===== src/common/router_pkg.sv =====
package router_pkg;

	// ------------------------------
	// item layout
	// ------------------------------
	localparam int ITEM_BITS = 8;
	localparam int ADDR_BITS = 4;
	// start bit plus data bits
	localparam int FRAME_BITS = ITEM_BITS + 1;

	// routing table entry width
	localparam int DIR_BITS = 3;
	localparam int NUM_PORTS = 5;

	// queue sizing
	localparam int FIFO_DEPTH = 4;
	localparam int FIFO_PTR_BITS = $clog2(FIFO_DEPTH);
	localparam int FIFO_CNT_BITS = FIFO_PTR_BITS + 1;

	// activity hold time, in cycles
	localparam int HOLD_CYCLES = 3;

	typedef logic [ITEM_BITS-1:0] item_t;
	typedef logic [ADDR_BITS-1:0] node_addr_t;
	typedef logic [DIR_BITS-1:0] dir_t;
	// bit 0 north, 1 south, 2 east, 3 west, 4 local
	typedef logic [NUM_PORTS-1:0] port_mask_t;
	typedef logic [2:0] activity_t;

	// ------------------------------
	// direction codes, 5..7 mean discard
	// ------------------------------
	localparam dir_t DIR_NORTH = 3'd0;
	localparam dir_t DIR_SOUTH = 3'd1;
	localparam dir_t DIR_EAST = 3'd2;
	localparam dir_t DIR_WEST = 3'd3;
	localparam dir_t DIR_LOCAL = 3'd4;

	typedef enum logic [1:0] {RX_IDLE, RX_SHIFT, RX_HOLD} rx_state_t;
	typedef enum logic {TX_IDLE, TX_SHIFT} tx_state_t;

endpackage

===== src/hw/router.sv =====
module router
	import router_pkg::*;
(
	input  logic       clk,
	input  logic       reset,
	input  port_mask_t rx_data,
	output port_mask_t rx_busy,
	output port_mask_t tx_data,
	input  port_mask_t tx_busy,
	output node_addr_t table_addr,
	input  dir_t       table_data,
	output activity_t  activity_level
);

	// receive side
	port_mask_t rx_valid;
	port_mask_t rx_read;
	item_t rx_item [NUM_PORTS];

	// queue interface
	item_t arb_item;
	item_t head_item;
	logic write;
	logic read;
	logic full;
	logic empty;

	// transmit side
	port_mask_t tx_req;
	port_mask_t ser_busy;
	port_mask_t tx_active;

	// ------------------------------
	// receivers, one per link
	// ------------------------------
	for (genvar p = 0; p < NUM_PORTS; p++)
	begin : g_rx
		serial_rx rx_inst (
			.clk(clk), .reset(reset),
			.serial_in(rx_data[p]), .item_read(rx_read[p]),
			.channel_busy(rx_busy[p]), .valid(rx_valid[p]),
			.parallel_out(rx_item[p])
		);
	end

	rx_arbiter arb_inst (
		.clk(clk), .reset(reset), .valid(rx_valid),
		.item_n(rx_item[0]), .item_s(rx_item[1]), .item_e(rx_item[2]),
		.item_w(rx_item[3]), .item_l(rx_item[4]),
		.full(full), .item_read(rx_read), .write(write), .item_out(arb_item)
	);

	item_fifo fifo_inst (
		.clk(clk), .reset(reset), .write(write), .read(read),
		.item_in(arb_item), .item_out(head_item), .full(full), .empty(empty)
	);

	tx_dispatch dispatch_inst (
		.item_in(head_item), .empty(empty),
		.table_addr(table_addr), .table_data(table_data),
		.tx_busy(ser_busy), .req(tx_req), .read(read)
	);

	// ------------------------------
	// transmitters share the head item
	// ------------------------------
	for (genvar p = 0; p < NUM_PORTS; p++)
	begin : g_tx
		serial_tx tx_inst (
			.clk(clk), .reset(reset),
			.req(tx_req[p]), .parallel_in(head_item),
			.channel_busy(tx_busy[p]), .tx_busy(ser_busy[p]),
			.tx_active(tx_active[p]), .serial_out(tx_data[p])
		);
	end

	activity_monitor monitor_inst (
		.clk(clk), .reset(reset),
		.tx_active(tx_active), .activity_level(activity_level)
	);

endmodule


===== src/hw/activity_monitor.sv =====
module activity_monitor
	import router_pkg::*;
(
	input  logic       clk,
	input  logic       reset,
	input  port_mask_t tx_active,
	output activity_t  activity_level
);

	logic [1:0] hold [NUM_PORTS];
	activity_t active_count;

	// ------------------------------
	// per-port hold counters
	// ------------------------------
	always_ff @(posedge clk or posedge reset)
	begin
		if (reset)
		begin
			for (int i = 0; i < NUM_PORTS; i++)
				hold[i] <= '0;
		end
		else
		begin
			for (int i = 0; i < NUM_PORTS; i++)
			begin
				// reload while shifting, else drain to zero
				if (tx_active[i])
					hold[i] <= 2'(HOLD_CYCLES);
				else if (hold[i] != '0)
					hold[i] <= hold[i] - 2'd1;
			end
		end
	end

	// count ports still inside their hold window
	always_comb
	begin
		active_count = '0;
		for (int i = 0; i < NUM_PORTS; i++)
			active_count = active_count + activity_t'(hold[i] != '0);
	end

	always_ff @(posedge clk or posedge reset)
	begin
		if (reset)
			activity_level <= '0;
		else
			activity_level <= active_count;
	end

endmodule


===== src/hw/serial_tx.sv =====
module serial_tx
	import router_pkg::*;
(
	input  logic  clk,
	input  logic  reset,
	input  logic  req,
	input  item_t parallel_in,
	input  logic  channel_busy,
	output logic  tx_busy,
	output logic  tx_active,
	output logic  serial_out
);

	tx_state_t state;
	// item latched, waiting or shifting
	logic pending;
	logic [3:0] bit_cnt;
	// start bit sits in bit 0
	logic [FRAME_BITS-1:0] shift_reg;

	// ------------------------------
	// control
	// ------------------------------
	always_ff @(posedge clk or posedge reset)
	begin
		if (reset)
		begin
			state <= TX_IDLE;
			pending <= 1'b0;
			bit_cnt <= '0;
		end
		else
		begin
			case (state)
				TX_IDLE:
				begin
					if (!pending)
						pending <= req;
					// hold the item until downstream is free
					else if (!channel_busy)
					begin
						state <= TX_SHIFT;
						bit_cnt <= '0;
					end
				end
				TX_SHIFT:
				begin
					bit_cnt <= bit_cnt + 4'd1;
					if (bit_cnt == 4'(FRAME_BITS - 1))
					begin
						state <= TX_IDLE;
						pending <= 1'b0;
					end
				end
				default: state <= TX_IDLE;
			endcase
		end
	end

	// payload shifter, lsb first after the start bit
	always_ff @(posedge clk)
	begin
		if (state == TX_IDLE && !pending && req)
			shift_reg <= {parallel_in, 1'b1};
		else if (state == TX_SHIFT)
			shift_reg <= {1'b0, shift_reg[FRAME_BITS-1:1]};
	end

	assign tx_busy = pending;
	assign tx_active = (state == TX_SHIFT);
	// line idles low outside a frame
	assign serial_out = tx_active && shift_reg[0];

endmodule


===== src/hw/tx_dispatch.sv =====
module tx_dispatch
	import router_pkg::*;
(
	input  item_t      item_in,
	input  logic       empty,
	output node_addr_t table_addr,
	input  dir_t       table_data,
	input  port_mask_t tx_busy,
	output port_mask_t req,
	output logic       read
);

	// destination is the upper nibble of the head item
	assign table_addr = item_in[ITEM_BITS-1 -: ADDR_BITS];

	// ------------------------------
	// route decision for queue head
	// ------------------------------
	always_comb
	begin
		req = '0;
		read = 1'b0;
		if (!empty)
		begin
			case (table_data)
				DIR_NORTH, DIR_SOUTH, DIR_EAST, DIR_WEST, DIR_LOCAL:
				begin
					// busy target stalls the head in place
					if (!tx_busy[table_data])
					begin
						req[table_data] = 1'b1;
						read = 1'b1;
					end
				end
				default:
				begin
					// no such direction, drop the item
					read = 1'b1;
				end
			endcase
		end
	end

endmodule


===== src/hw/item_fifo.sv =====
module item_fifo
	import router_pkg::*;
(
	input  logic  clk,
	input  logic  reset,
	input  logic  write,
	input  logic  read,
	input  item_t item_in,
	output item_t item_out,
	output logic  full,
	output logic  empty
);

	item_t mem [FIFO_DEPTH];
	logic [FIFO_PTR_BITS-1:0] wr_ptr;
	logic [FIFO_PTR_BITS-1:0] rd_ptr;
	// occupancy, 0..FIFO_DEPTH
	logic [FIFO_CNT_BITS-1:0] count;
	logic do_write;
	logic do_read;

	assign full = (count == FIFO_CNT_BITS'(FIFO_DEPTH));
	assign empty = (count == '0);

	// guard against overflow and underflow
	assign do_write = write && !full;
	assign do_read = read && !empty;

	// ------------------------------
	// storage
	// ------------------------------
	always_ff @(posedge clk)
	begin
		if (do_write)
			mem[wr_ptr] <= item_in;
	end

	// head visible without a read
	assign item_out = mem[rd_ptr];

	// ------------------------------
	// pointers and count
	// ------------------------------
	always_ff @(posedge clk or posedge reset)
	begin
		if (reset)
		begin
			wr_ptr <= '0;
			rd_ptr <= '0;
			count <= '0;
		end
		else
		begin
			// depth is a power of two, pointers wrap naturally
			if (do_write)
				wr_ptr <= wr_ptr + 1'b1;
			if (do_read)
				rd_ptr <= rd_ptr + 1'b1;
			// simultaneous read and write keep the count
			if (do_write && !do_read)
				count <= count + 1'b1;
			else if (do_read && !do_write)
				count <= count - 1'b1;
		end
	end

endmodule


===== src/hw/rx_arbiter.sv =====
module rx_arbiter
	import router_pkg::*;
(
	input  logic       clk,
	input  logic       reset,
	input  port_mask_t valid,
	input  item_t      item_n,
	input  item_t      item_s,
	input  item_t      item_e,
	input  item_t      item_w,
	input  item_t      item_l,
	input  logic       full,
	output port_mask_t item_read,
	output logic       write,
	output item_t      item_out
);

	item_t items [NUM_PORTS];
	// port granted last, search starts after it
	logic [2:0] last_grant;
	logic [2:0] sel;
	logic [2:0] cand;
	logic found;

	assign items[0] = item_n;
	assign items[1] = item_s;
	assign items[2] = item_e;
	assign items[3] = item_w;
	assign items[4] = item_l;

	// ------------------------------
	// round-robin search
	// ------------------------------
	always_comb
	begin
		found = 1'b0;
		sel = last_grant;
		cand = last_grant;
		for (int i = 1; i <= NUM_PORTS; i++)
		begin
			cand = 3'((32'(last_grant) + i) % NUM_PORTS);
			if (!found && valid[cand])
			begin
				found = 1'b1;
				sel = cand;
			end
		end
	end

	// one item per cycle, only when queue has room
	assign write = found && !full;
	assign item_read = write ? port_mask_t'(1 << sel) : '0;
	assign item_out = items[sel];

	// pointer moves on a grant only
	always_ff @(posedge clk or posedge reset)
	begin
		if (reset)
			last_grant <= 3'(NUM_PORTS - 1);
		else if (write)
			last_grant <= sel;
	end

endmodule


===== src/hw/serial_rx.sv =====
module serial_rx
	import router_pkg::*;
(
	input  logic  clk,
	input  logic  reset,
	input  logic  serial_in,
	input  logic  item_read,
	output logic  channel_busy,
	output logic  valid,
	output item_t parallel_out
);

	rx_state_t state;
	logic [2:0] bit_cnt;
	item_t shift_reg;

	// ------------------------------
	// frame FSM
	// ------------------------------
	always_ff @(posedge clk or posedge reset)
	begin
		if (reset)
		begin
			state <= RX_IDLE;
			bit_cnt <= '0;
		end
		else
		begin
			case (state)
				RX_IDLE:
				begin
					// line idles low, a 1 is the start bit
					if (serial_in)
					begin
						state <= RX_SHIFT;
						bit_cnt <= '0;
					end
				end
				RX_SHIFT:
				begin
					bit_cnt <= bit_cnt + 3'd1;
					// eighth data bit ends the frame
					if (bit_cnt == 3'(ITEM_BITS - 1))
						state <= RX_HOLD;
				end
				RX_HOLD:
				begin
					// wait for the arbiter to take the item
					if (item_read)
						state <= RX_IDLE;
				end
				default: state <= RX_IDLE;
			endcase
		end
	end

	// data path, lsb arrives first
	always_ff @(posedge clk)
	begin
		if (state == RX_SHIFT)
			shift_reg <= {serial_in, shift_reg[ITEM_BITS-1:1]};
	end

	// busy from start bit until read
	assign channel_busy = (state != RX_IDLE);
	assign valid = (state == RX_HOLD);
	assign parallel_out = shift_reg;

endmodule


===== config.mk =====
export PLATFORM = sky130hd
export DESIGN_NAME = router
export DESIGN_NICKNAME = d
export VERILOG_FILES = /design/src/common/router_pkg.sv /design/src/hw/router.sv /design/src/hw/activity_monitor.sv /design/src/hw/serial_tx.sv /design/src/hw/tx_dispatch.sv /design/src/hw/item_fifo.sv /design/src/hw/rx_arbiter.sv /design/src/hw/serial_rx.sv
export SDC_FILE = /design/constraint.sdc
export NUM_CORES = 1
export LEC_CHECK = 0
export BUFFER_PORTS_ARGS = -buffer_cell sky130_fd_sc_hd__buf_2
export CAP_MARGIN = 20
export CORE_AREA = 3 3 194 139
export CTS_CLUSTER_SIZE = 24
export DETAILED_ROUTE_END_ITERATION = 7
export DIE_AREA = 0 0 197 142
export GPL_TIMING_DRIVEN = 0
export HOLD_SLACK_MARGIN = 0.1
export PLACE_DENSITY = 0.58
export SETUP_SLACK_MARGIN = 0.02
export SLEW_MARGIN = 30
export SYNTH_ARGS = -nofsm -noshare
export SYNTH_HDL_FRONTEND = slang
export SYNTH_HIERARCHICAL = 1
export SYNTH_SLANG_ARGS = --single-unit

===== constraint.sdc =====
create_clock -name clk -period 8.2 [get_ports clk]
set_input_delay 0 -clock clk [delete_from_list [all_inputs] [get_ports clk]]
set_output_delay 0 -clock clk [all_outputs]
set_load 0.05 [all_outputs]

==> results of run 1 <==
-- worst max-delay path by stage --
| stage | cells after the start | slack (ns) | start | end |
|---|---|---|---|---|
| floorplan | 25 | 2.30 | arb_inst/last_grant[0] | fifo_inst/count[2] |
| global placement | 25 | 0.69 | arb_inst/last_grant[0] | fifo_inst/count[2] |
| detailed placement | 25 | 0.71 | arb_inst/last_grant[0] | fifo_inst/count[2] |
| CTS | 25 | 0.66 | arb_inst/last_grant[0] | fifo_inst/count[2] |
| global route | 25 | 0.05 | arb_inst/last_grant[0] | fifo_inst/count[2] |
| finish | 25 | 0.60 | arb_inst/last_grant[0] | fifo_inst/count[2] |
-- Yosys cell counts (14+ instances only) --
| master | count |
|---|---|
| mux2_2 | 14 |
| nand2b_1 | 28 |
| and2_1 | 17 |
| a211oi_1 | 22 |
| mux2i_1 | 31 |
| nor2_1 | 19 |
| nor3_1 | 14 |
| inv_1 | 86 |
| ha_1 | 58 |
| nand2_1 | 46 |
| nand3_1 | 17 |
| a22o_1 | 51 |
| o21ai_0 | 29 |
| a21oi_1 | 17 |
| dfrtp_1 | 77 |
| edfxtp_1 | 112 |
-- logic make-up (layout without fill, tap and decap cells) --
logic type                 count (synthesis)  count (layout)  share of synthesized area (%)
muxes                                     67              67                           8.00
buffers and inverters                    135             213                           5.53
DFF                                      195             195                           48.1
and+or+nand+nor                          231             231                           13.1
AOI/OAI and AO/OA                        229             229                           16.4
xor gates and xnor gates                  19              19                           1.64
adders and majority gates                 63              63                           7.24
-- worst reg2reg max path, stage by stage, from the launching register on --
cell and delay (ns):
dfrtp_1 0.47, buf_4 0.23, clkbuf_1 0.54, clkbuf_1 0.56, inv_1 0.24, ha_1 0.53
buf_2 0.30, buf_1 0.40, nand2b_1 0.11, ha_1 0.30, or3b_2 0.46, a22oi_1 0.45
nor2_1 0.08, o2111ai_1 0.28, nand3_1 0.17, nand2b_1 0.26, nor2_1 0.08, a21oi_1 0.62
nor2b_2 0.28, buf_6 0.13, ha_1 0.18, inv_1 0.06, fa_1 0.37, xor2_1 0.15
nor2_1 0.11, xor2_1 0.16
-- routing by layer --
metal  vias up  routed length, microns
met5         -                       0
met4         0                     167
met3        11                    1050
met2       132                    9340
met1      3611                   13100
li1       3623                       -
-- layout make-up --
cell class	instances	share of cell area, %
buffer	40	2.11
inverter	95	2.87
multi-input combinational	609	41.7
tap	331	3.31
timing repair buffer	46	2.48
clock buffer	18	3.43
sequential	195	43.3
clock inverter	14	0.829
-- through the flow --
| stage | cells | util [%] | instance area, sq um | hold WS, ns |
|---|---|---|---|---|
| floorplan | 939 | - | 11300 | -0.247 |
| global placement | 1300 | 46.6 | 11800 | 0.129 |
| detailed placement | 1300 | 46.6 | 11800 | 0.134 |
| CTS | 1348 | 49.3 | 12500 | 0.214 |
| global route | 1348 | 49.3 | 12500 | 0.239 |
| finish | 1348 | 49.3 | 12500 | 0.231 |
-- placed cells by master (no fill, tap or decap), types with 10 or more instances in the layout --
master,instances
edfxtp_1,112
inv_1,86
dfrtp_1,77
ha_1,58
a22o_1,51
nand2_1,46
buf_2,42
mux2i_1,31
nand2b_1,28
o21ai_0,24
a211oi_1,22
nor2_1,19
a21oi_1,17
nand3_1,17
and2_1,17
clkbuf_16,17
dlygate4sd3_1,16
nor3_1,14
mux2_2,14
a211o_1,13
o211ai_1,11
o221ai_1,11
o31ai_1,11
buf_6,10
xnor2_1,10
and3_1,10
==> flow_metrics.tcl, run 1 <==
set metrics [dict create \
    cp_max_fo 10 \
    coreArea_sq_um 25400 \
    status "completed" \
    clock_latency_ns 0.44 \
    wl_per_cell_microns 17.5 \
    rsz0062_at_grt "no" \
    syn_inst 939 \
    min_path_type "in -> async" \
    period_minus_slack_ns 7.60 \
    htreeDepth 4 \
    cts_tree "yes" \
    drcViolationCount 0 \
    grt.total_usage_pct 17.7 \
    synth_ff_type "edfxtp_1" \
    met1_usage_pct 29.5 \
    final_hold_viol_count 0 \
    post-route-period-util_pct 92.6 \
    tns_ns 0 \
    postCtsSetupRepairBufs 0 \
    die_y_microns 142 \
    io_buffers 30 \
    postCtsResizedCells 0 \
    ios 32 \
    r2r_start "arb_inst/last_grant[0]" \
    num_antenna_cells 0 \
    syn_to_final_growth_pct 11.2 \
    startpoint_type "flip-flop" \
    max_freq_mhz 132 \
    grtUsageMet2_pct 23.4 \
    path_clk_slew_ns 0.07 \
    fp.dieW_microns 197 \
    regArea_sq_um 5420 \
    vias_per_cell 5.47 \
    syn_nets 1016 \
    yosysWarningCount 6 \
    clock_sinks 195 \
    dieArea_sq_um 28000 \
    grt_pass1_vias 7089 \
    ctsLongestPathBuffers 2 \
    slowest_stage "a21oi_1" \
    cts_hold_buf 16 \
    worst-r2r-setup-slack_ns 0.60 \
    setup_viol 0 \
    worst_pin_slew_ns 0.964 \
    fp-row-count 49 \
    grt_overflow 0 \
    pre_cts_ws_ns 0.708 \
    ys_async_sr_fraction_pct 40.0 \
    synth.area.top_cells "edfxtp_1, dfrtp_1, ha_1, a22o_1, inv_1" \
    post_synth.cell_area_avg_sq_um 12.0 \
    rr_worst_depth 25 \
    largest_register_ffs 45 \
    antenna_found_initial 0 \
    slew_headroom_pct 35.6 \
    cts-root-buf "clkbuf_16" \
    reg2reg_to "fifo_inst/count[2]" \
    nNetsFinal 1081 \
    crit_arrival_ns 7.95 \
    grt_max_degree 18 \
    place_hpwl_mm 17.4 \
    synth_area_sq_um 11300 \
    synth_top_area_share_pct 29.9 \
    wirelength_mm 23.6 \
    synth_edf_count 112 \
    finalMaxSlewViolations 0 \
    ys_ff_latch 195 \
    path_delay_family "buffers and inverters" \
    synth_top_cell_by_area "edfxtp_1" \
    grt_pass1_wl_mm 38.9 \
    skew_ns 0.0166 \
    worstSetupEndpointType "flip-flop" \
    multi_input_area_sq_um 5220 \
    cpPeakStageDelay_ns 0.62 \
    ant_nets 0 \
    drtIter0Drc 625 \
    busiest_layer "met1" \
    numCtsBuffers 17 \
    synth_seq_area_share_pct 48.1 \
    synthDistinctLibCells 99 \
    critical_path_class "reg -> reg" \
    initial_core_util_pct 44.4 \
    critPathBufInv 8 \
    gp_congestion 0.823 \
    layout-drive-gt1-share_pct 20.2 \
    first_pass_iters 5 \
    setup_ws_ns 0.604 \
    fillers 2324 \
    required_ns 8.55 \
    vias 7377 \
    max_cap_violations 0 \
    grtUsageMet3_pct 2.96 \
]
Power of run 1 is not shown: default switching activity piles up to over one toggle a cycle in this logic, so the estimate is an artifact.
==> run 2, diff against run 1 <==
==> constraint.sdc (replaced) <==
create_clock -name clk -period 7.2 [get_ports clk]
set_input_delay 0 -clock clk [delete_from_list [all_inputs] [get_ports clk]]
set_output_delay 0 -clock clk [all_outputs]
set_load 0.05 [all_outputs]
==> run 2 against run 1 <==
Compared with the run above: die area unchanged; largest cell class unchanged; highest routed layer unchanged; via count down 0.53%; critical endpoint unchanged; first-iteration DRC count down 2.9%; critical path type unchanged.
==> flow_metrics.tcl, run 2 (synthesized netlist as in run 1, its figures left out) <==
set metrics [dict create \
    status "completed" \
    gp_congestion 0.823 \
    critical_path_class "reg -> reg" \
    max_cap_violations 0 \
    vias 7338 \
    num_antenna_cells 0 \
    grt.total_usage_pct 17.7 \
    worstSetupEndpointType "flip-flop" \
    dieArea_sq_um 28000 \
    place_inst 1300 \
    largest_register_ffs 45 \
    place_hpwl_mm 17.4 \
    final_common_cell "edfxtp_1" \
    cp_max_fo 10 \
    clock_latency_ns 0.44 \
    cts_tree "yes" \
    antenna_found_initial 0 \
    ctsLongestPathBuffers 2 \
    clock_sinks 195 \
    first_pass_iters 5 \
    fp.dieW_microns 197 \
    drtIter0Drc 607 \
    required_ns 7.55 \
    worst_pin_slew_ns 0.990 \
    numCtsBuffers 17 \
    ant_nets 0 \
    path_clk_slew_ns 0.07 \
    grt_max_degree 18 \
    min_path_type "in -> async" \
    post-route-period-util_pct 93.8 \
    fin_cells 1348 \
    wirelength_mm 23.6 \
    initial_core_util_pct 44.4 \
    grt_pass1_vias 7089 \
    coreArea_sq_um 25400 \
    period_minus_slack_ns 6.75 \
    grt_overflow 0 \
    io_buffers 30 \
    slew_headroom_pct 33.8 \
    postCtsSetupRepairBufs 0 \
    holdWs_ns 0.230 \
    wl_per_cell_microns 17.5 \
    grt_pass1_wl_mm 38.9 \
    ios 32 \
    layout_common_cells "edfxtp_1, inv_1, dfrtp_1" \
    fp-row-count 49 \
    vias_per_cell 5.44 \
    nNetsFinal 1081 \
    startpoint_type "flip-flop" \
    regArea_sq_um 5420 \
    setup_viol 0 \
    fillers 2320 \
    layout-drive-gt1-share_pct 20.5 \
    htreeDepth 4 \
    drcViolationCount 0 \
    syn_to_final_growth_pct 11.3 \
    cts-root-buf "clkbuf_16" \
    rsz0062_at_grt "no" \
    die_y_microns 142 \
    multi_input_area_sq_um 5240 \
    final_hold_viol_count 0 \
    finalMaxSlewViolations 0 \
    crit_arrival_ns 7.10 \
    tns_ns 0 \
    max_freq_mhz 148 \
    skew_ns 0.0171 \
]
[run 2: cell counts in the layout (fill, tap and decap cells not counted)]
Identical to the previous run, type by type.
[run 2: repair_timing]
item,in CTS,in global routing
gates resized for setup,2,3
endpoints found under the hold margin,133,0
hold buffers,16,0
setup endpoints to repair,2,34
[run 2: path summary, 6_finish.rpt]
| path | from | to | slack (ns) | cells after the start |
|---|---|---|---|---|
| min | reset | arb_inst/last_grant[1] | 0.23 | 3 |
| max in group asynchronous | reset | monitor_inst/hold[3] | 6.46 | 3 |
| min in group clk | rx_data[0] | g_rx[0].rx_inst/parallel_out[7] | 0.29 | 2 |
| min reg2reg | g_rx[2].rx_inst/parallel_out[3] | g_rx[2].rx_inst/parallel_out[2] | 0.45 | 0 |
| max | arb_inst/last_grant[0] | fifo_inst/count[2] | 0.45 | 25 |
| max reg2reg | arb_inst/last_grant[0] | fifo_inst/count[2] | 0.45 | 25 |
[run 2: final cells by class]
| class | instances | share of cell area, % |
|---|---|---|
| Clock inverter | 14 | 0.829 |
| Tap cell | 331 | 3.30 |
| Multi-Input combinational cell | 609 | 41.8 |
| Sequential cell | 195 | 43.2 |
| Buffer | 40 | 2.13 |
| Inverter | 95 | 2.86 |
| Clock buffer | 18 | 3.42 |
| Timing Repair Buffer | 46 | 2.48 |
[run 2: worst max-delay path: stages (launching register included)]
cell and delay, ns:
dfrtp_1 0.47, buf_4 0.23, clkbuf_2 0.32, clkbuf_2 0.36
inv_1 0.17, ha_1 0.50, buf_2 0.31, buf_1 0.42
nand2b_1 0.11, ha_1 0.30, or3b_2 0.46, a22oi_1 0.46
nor2_1 0.08, o2111ai_1 0.27, nand3_1 0.17, nand2b_1 0.26
nor2_1 0.12, a21oi_4 0.30, nor2b_2 0.21, buf_6 0.13
ha_1 0.18, inv_1 0.06, fa_1 0.37, xor2_1 0.15
nor2_1 0.11, xor2_1 0.16
[run 2: through the flow]
stage,util [%],area [sq um],setup WS [ns]
after detailed placement,46.6,11800,-0.292
after floorplan,-,11300,1.30
after global placement,46.6,11800,-0.314
final,49.4,12500,0.450
after CTS,49.3,12500,0.154
after global routing,49.4,12500,0.0256
[run 2: per-layer routing]
metal / GRT usage (%) / vias to the layer above / wire length, microns
met5: 0 / - / 0
met4: 4.16 / 0 / 191
met3: 2.96 / 13 / 1080
met2: 23.4 / 139 / 9310
met1: 29.5 / 3566 / 13000
li1: - / 3620 / -
Power of run 2 is left out for the same reason.
==> run 3, diff against run 2 <==
--- a/config.mk
+++ b/config.mk
@@ -13,7 +13,7 @@
 export DIE_AREA = 0 0 197 142
 export GPL_TIMING_DRIVEN = 0
 export HOLD_SLACK_MARGIN = 0.1
-export PLACE_DENSITY = 0.58
+export PLACE_DENSITY_LB_ADDON = 0.15
 export SETUP_SLACK_MARGIN = 0.02
 export SLEW_MARGIN = 30
 export SYNTH_ARGS = -nofsm -noshare
==> run 3 against run 2 <==
Compared with the run above: maximum frequency grew 1.4%; cell count did not move; non-clock buffer count unchanged; clock skew up 0.0014 ns; via count rose by 1.1%; register-to-register slack better by 0.09 ns; first-iteration DRC count shrank 14%; hold slack lost 0.0068 ns; highest routed layer unchanged.
==> flow_metrics.tcl, run 3 (synthesized netlist as in run 1, its figures left out) <==
set metrics [dict create \
    cts-root-buf "clkbuf_16" \
    max_cap_violations 0 \
    rr_worst_depth 20 \
    grt_max_degree 18 \
    slew_headroom_pct 36.0 \
    htreeDepth 4 \
    startpoint_type "flip-flop" \
    multi_input_area_sq_um 5240 \
    critical_path_class "reg -> reg" \
    ant_nets 0 \
    min_path_type "in -> async" \
    crit_arrival_ns 6.84 \
    num_antenna_cells 0 \
    first_pass_iters 5 \
    syn_to_final_growth_pct 11.6 \
    vias_per_cell 5.50 \
    skew_ns 0.0185 \
    ios 32 \
    initial_core_util_pct 44.4 \
    layout_common_cells "edfxtp_1, inv_1, dfrtp_1" \
    layout-drive-gt1-share_pct 20.5 \
    grt_pass1_wl_mm 39.0 \
    clock_sinks 195 \
    fp.dieW_microns 197 \
    required_ns 7.38 \
    die_y_microns 142 \
    grt_overflow 0 \
    reg2reg_to "fifo_inst/mem[0][4]" \
    wl_per_cell_microns 17.5 \
    nNetsFinal 1081 \
    drtIter0Drc 524 \
    grt_pass1_vias 7067 \
    worst_pin_slew_ns 0.958 \
    final_hold_viol_count 0 \
    place_hpwl_mm 17.3 \
    path_clk_slew_ns 0.06 \
    vias 7418 \
    final_util_pct 49.5 \
    setup_viol 0 \
    r2r_start "arb_inst/last_grant[0]" \
    max_freq_mhz 150 \
    finalMaxSlewViolations 0 \
    cp_max_fo 10 \
    grt.total_usage_pct 17.6 \
    post-route-period-util_pct 92.5 \
    numCtsBuffers 17 \
    final_common_cell "edfxtp_1" \
    fp-row-count 49 \
    wirelength_mm 23.6 \
    gp_congestion 0.864 \
    io_buffers 30 \
    period_minus_slack_ns 6.66 \
    clock_latency_ns 0.44 \
    dieArea_sq_um 28000 \
    rsz0062_at_grt "no" \
    fillers 2317 \
    coreArea_sq_um 25400 \
    drcViolationCount 0 \
    ctsLongestPathBuffers 2 \
    cts_tree "yes" \
    worstSetupEndpointType "flip-flop" \
    regArea_sq_um 5420 \
    worst-r2r-setup-slack_ns 0.54 \
    largest_register_ffs 45 \
    antenna_found_initial 0 \
    status "completed" \
    postCtsSetupRepairBufs 0 \
]
## run 3: cell count changes in the layout (fill, tap and decap cells not counted), sizes merged
cell	previous run	this run
clkbuf	27	32
bufinv	0	1
buf	61	60
clkinv	7	4
inv	98	96
## run 3: critical path: stages, from the launching register on
cell,delay [ns]
dfrtp_1,0.47
buf_4,0.22
clkbuf_2,0.32
clkbuf_2,0.37
inv_1,0.17
ha_1,0.49
buf_2,0.31
clkinv_1,0.33
ha_1,0.31
inv_1,0.06
ha_1,0.23
nor2b_1,0.34
a211oi_1,0.13
o21ai_0,0.22
o31a_1,0.32
or3b_1,0.25
nand4_4,0.21
or2_1,0.29
o32ai_1,0.59
nand3_2,0.30
o221ai_1,0.47
## run 3: how the worst max path moves through the flow
stage / start / to / slack (ns) / cells past startpoint
floorplan: arb_inst/last_grant[0] / fifo_inst/count[2] / 1.30 / 25
global placement: arb_inst/last_grant[0] / fifo_inst/count[2] / -0.29 / 25
detailed placement: arb_inst/last_grant[0] / fifo_inst/count[2] / -0.29 / 25
CTS: arb_inst/last_grant[0] / fifo_inst/count[2] / 0.14 / 25
global route: arb_inst/last_grant[0] / fifo_inst/mem[0][4] / 0.1 / 20
finish: arb_inst/last_grant[0] / fifo_inst/mem[0][4] / 0.54 / 20
## run 3: cell type report
class                   count  area share (%)
repair buffers             46            2.47
plain buffers              40            2.13
clock buffers              22            3.77
flip-flops and latches    195            43.1
clock inverters            10           0.776
multi-input cells         609            41.6
inverters                  95            2.86
well taps                 331            3.29
## run 3: through the flow
step | setup TNS (ns) | hold WS [ns] | instances | instance area [sq um] | setup WS (ns)
2_1_floorplan | 0 | -0.247 | 939 | 11300 | 1.30
3_3_place_gp | -0.510 | 0.126 | 1300 | 11800 | -0.285
3_5_place_dp | -0.507 | 0.130 | 1300 | 11800 | -0.294
4_1_cts | 0 | 0.218 | 1348 | 12600 | 0.137
5_1_grt | 0 | 0.217 | 1348 | 12600 | 0.0959
6_report | 0 | 0.223 | 1348 | 12600 | 0.540
## run 3: timing repair
item / 4_1_cts / 5_1_grt
resized for setup: 2 / 4
hold buffers: 16 / 0
setup endpoints to repair: 6 / 34
hold endpoints to repair: 131 / 0
## run 3: metal layers
layer	wire length (microns)	GRT usage (%)	up-vias	share of wire [%]
li1	-	-	3609	-
met1	13200	29.0	3649	56
met2	9250	23.6	145	39
met3	896	3.38	15	3.8
met4	272	4.01	0	1.2
met5	0	0	-	0
Power of run 3 is left out for the same reason.
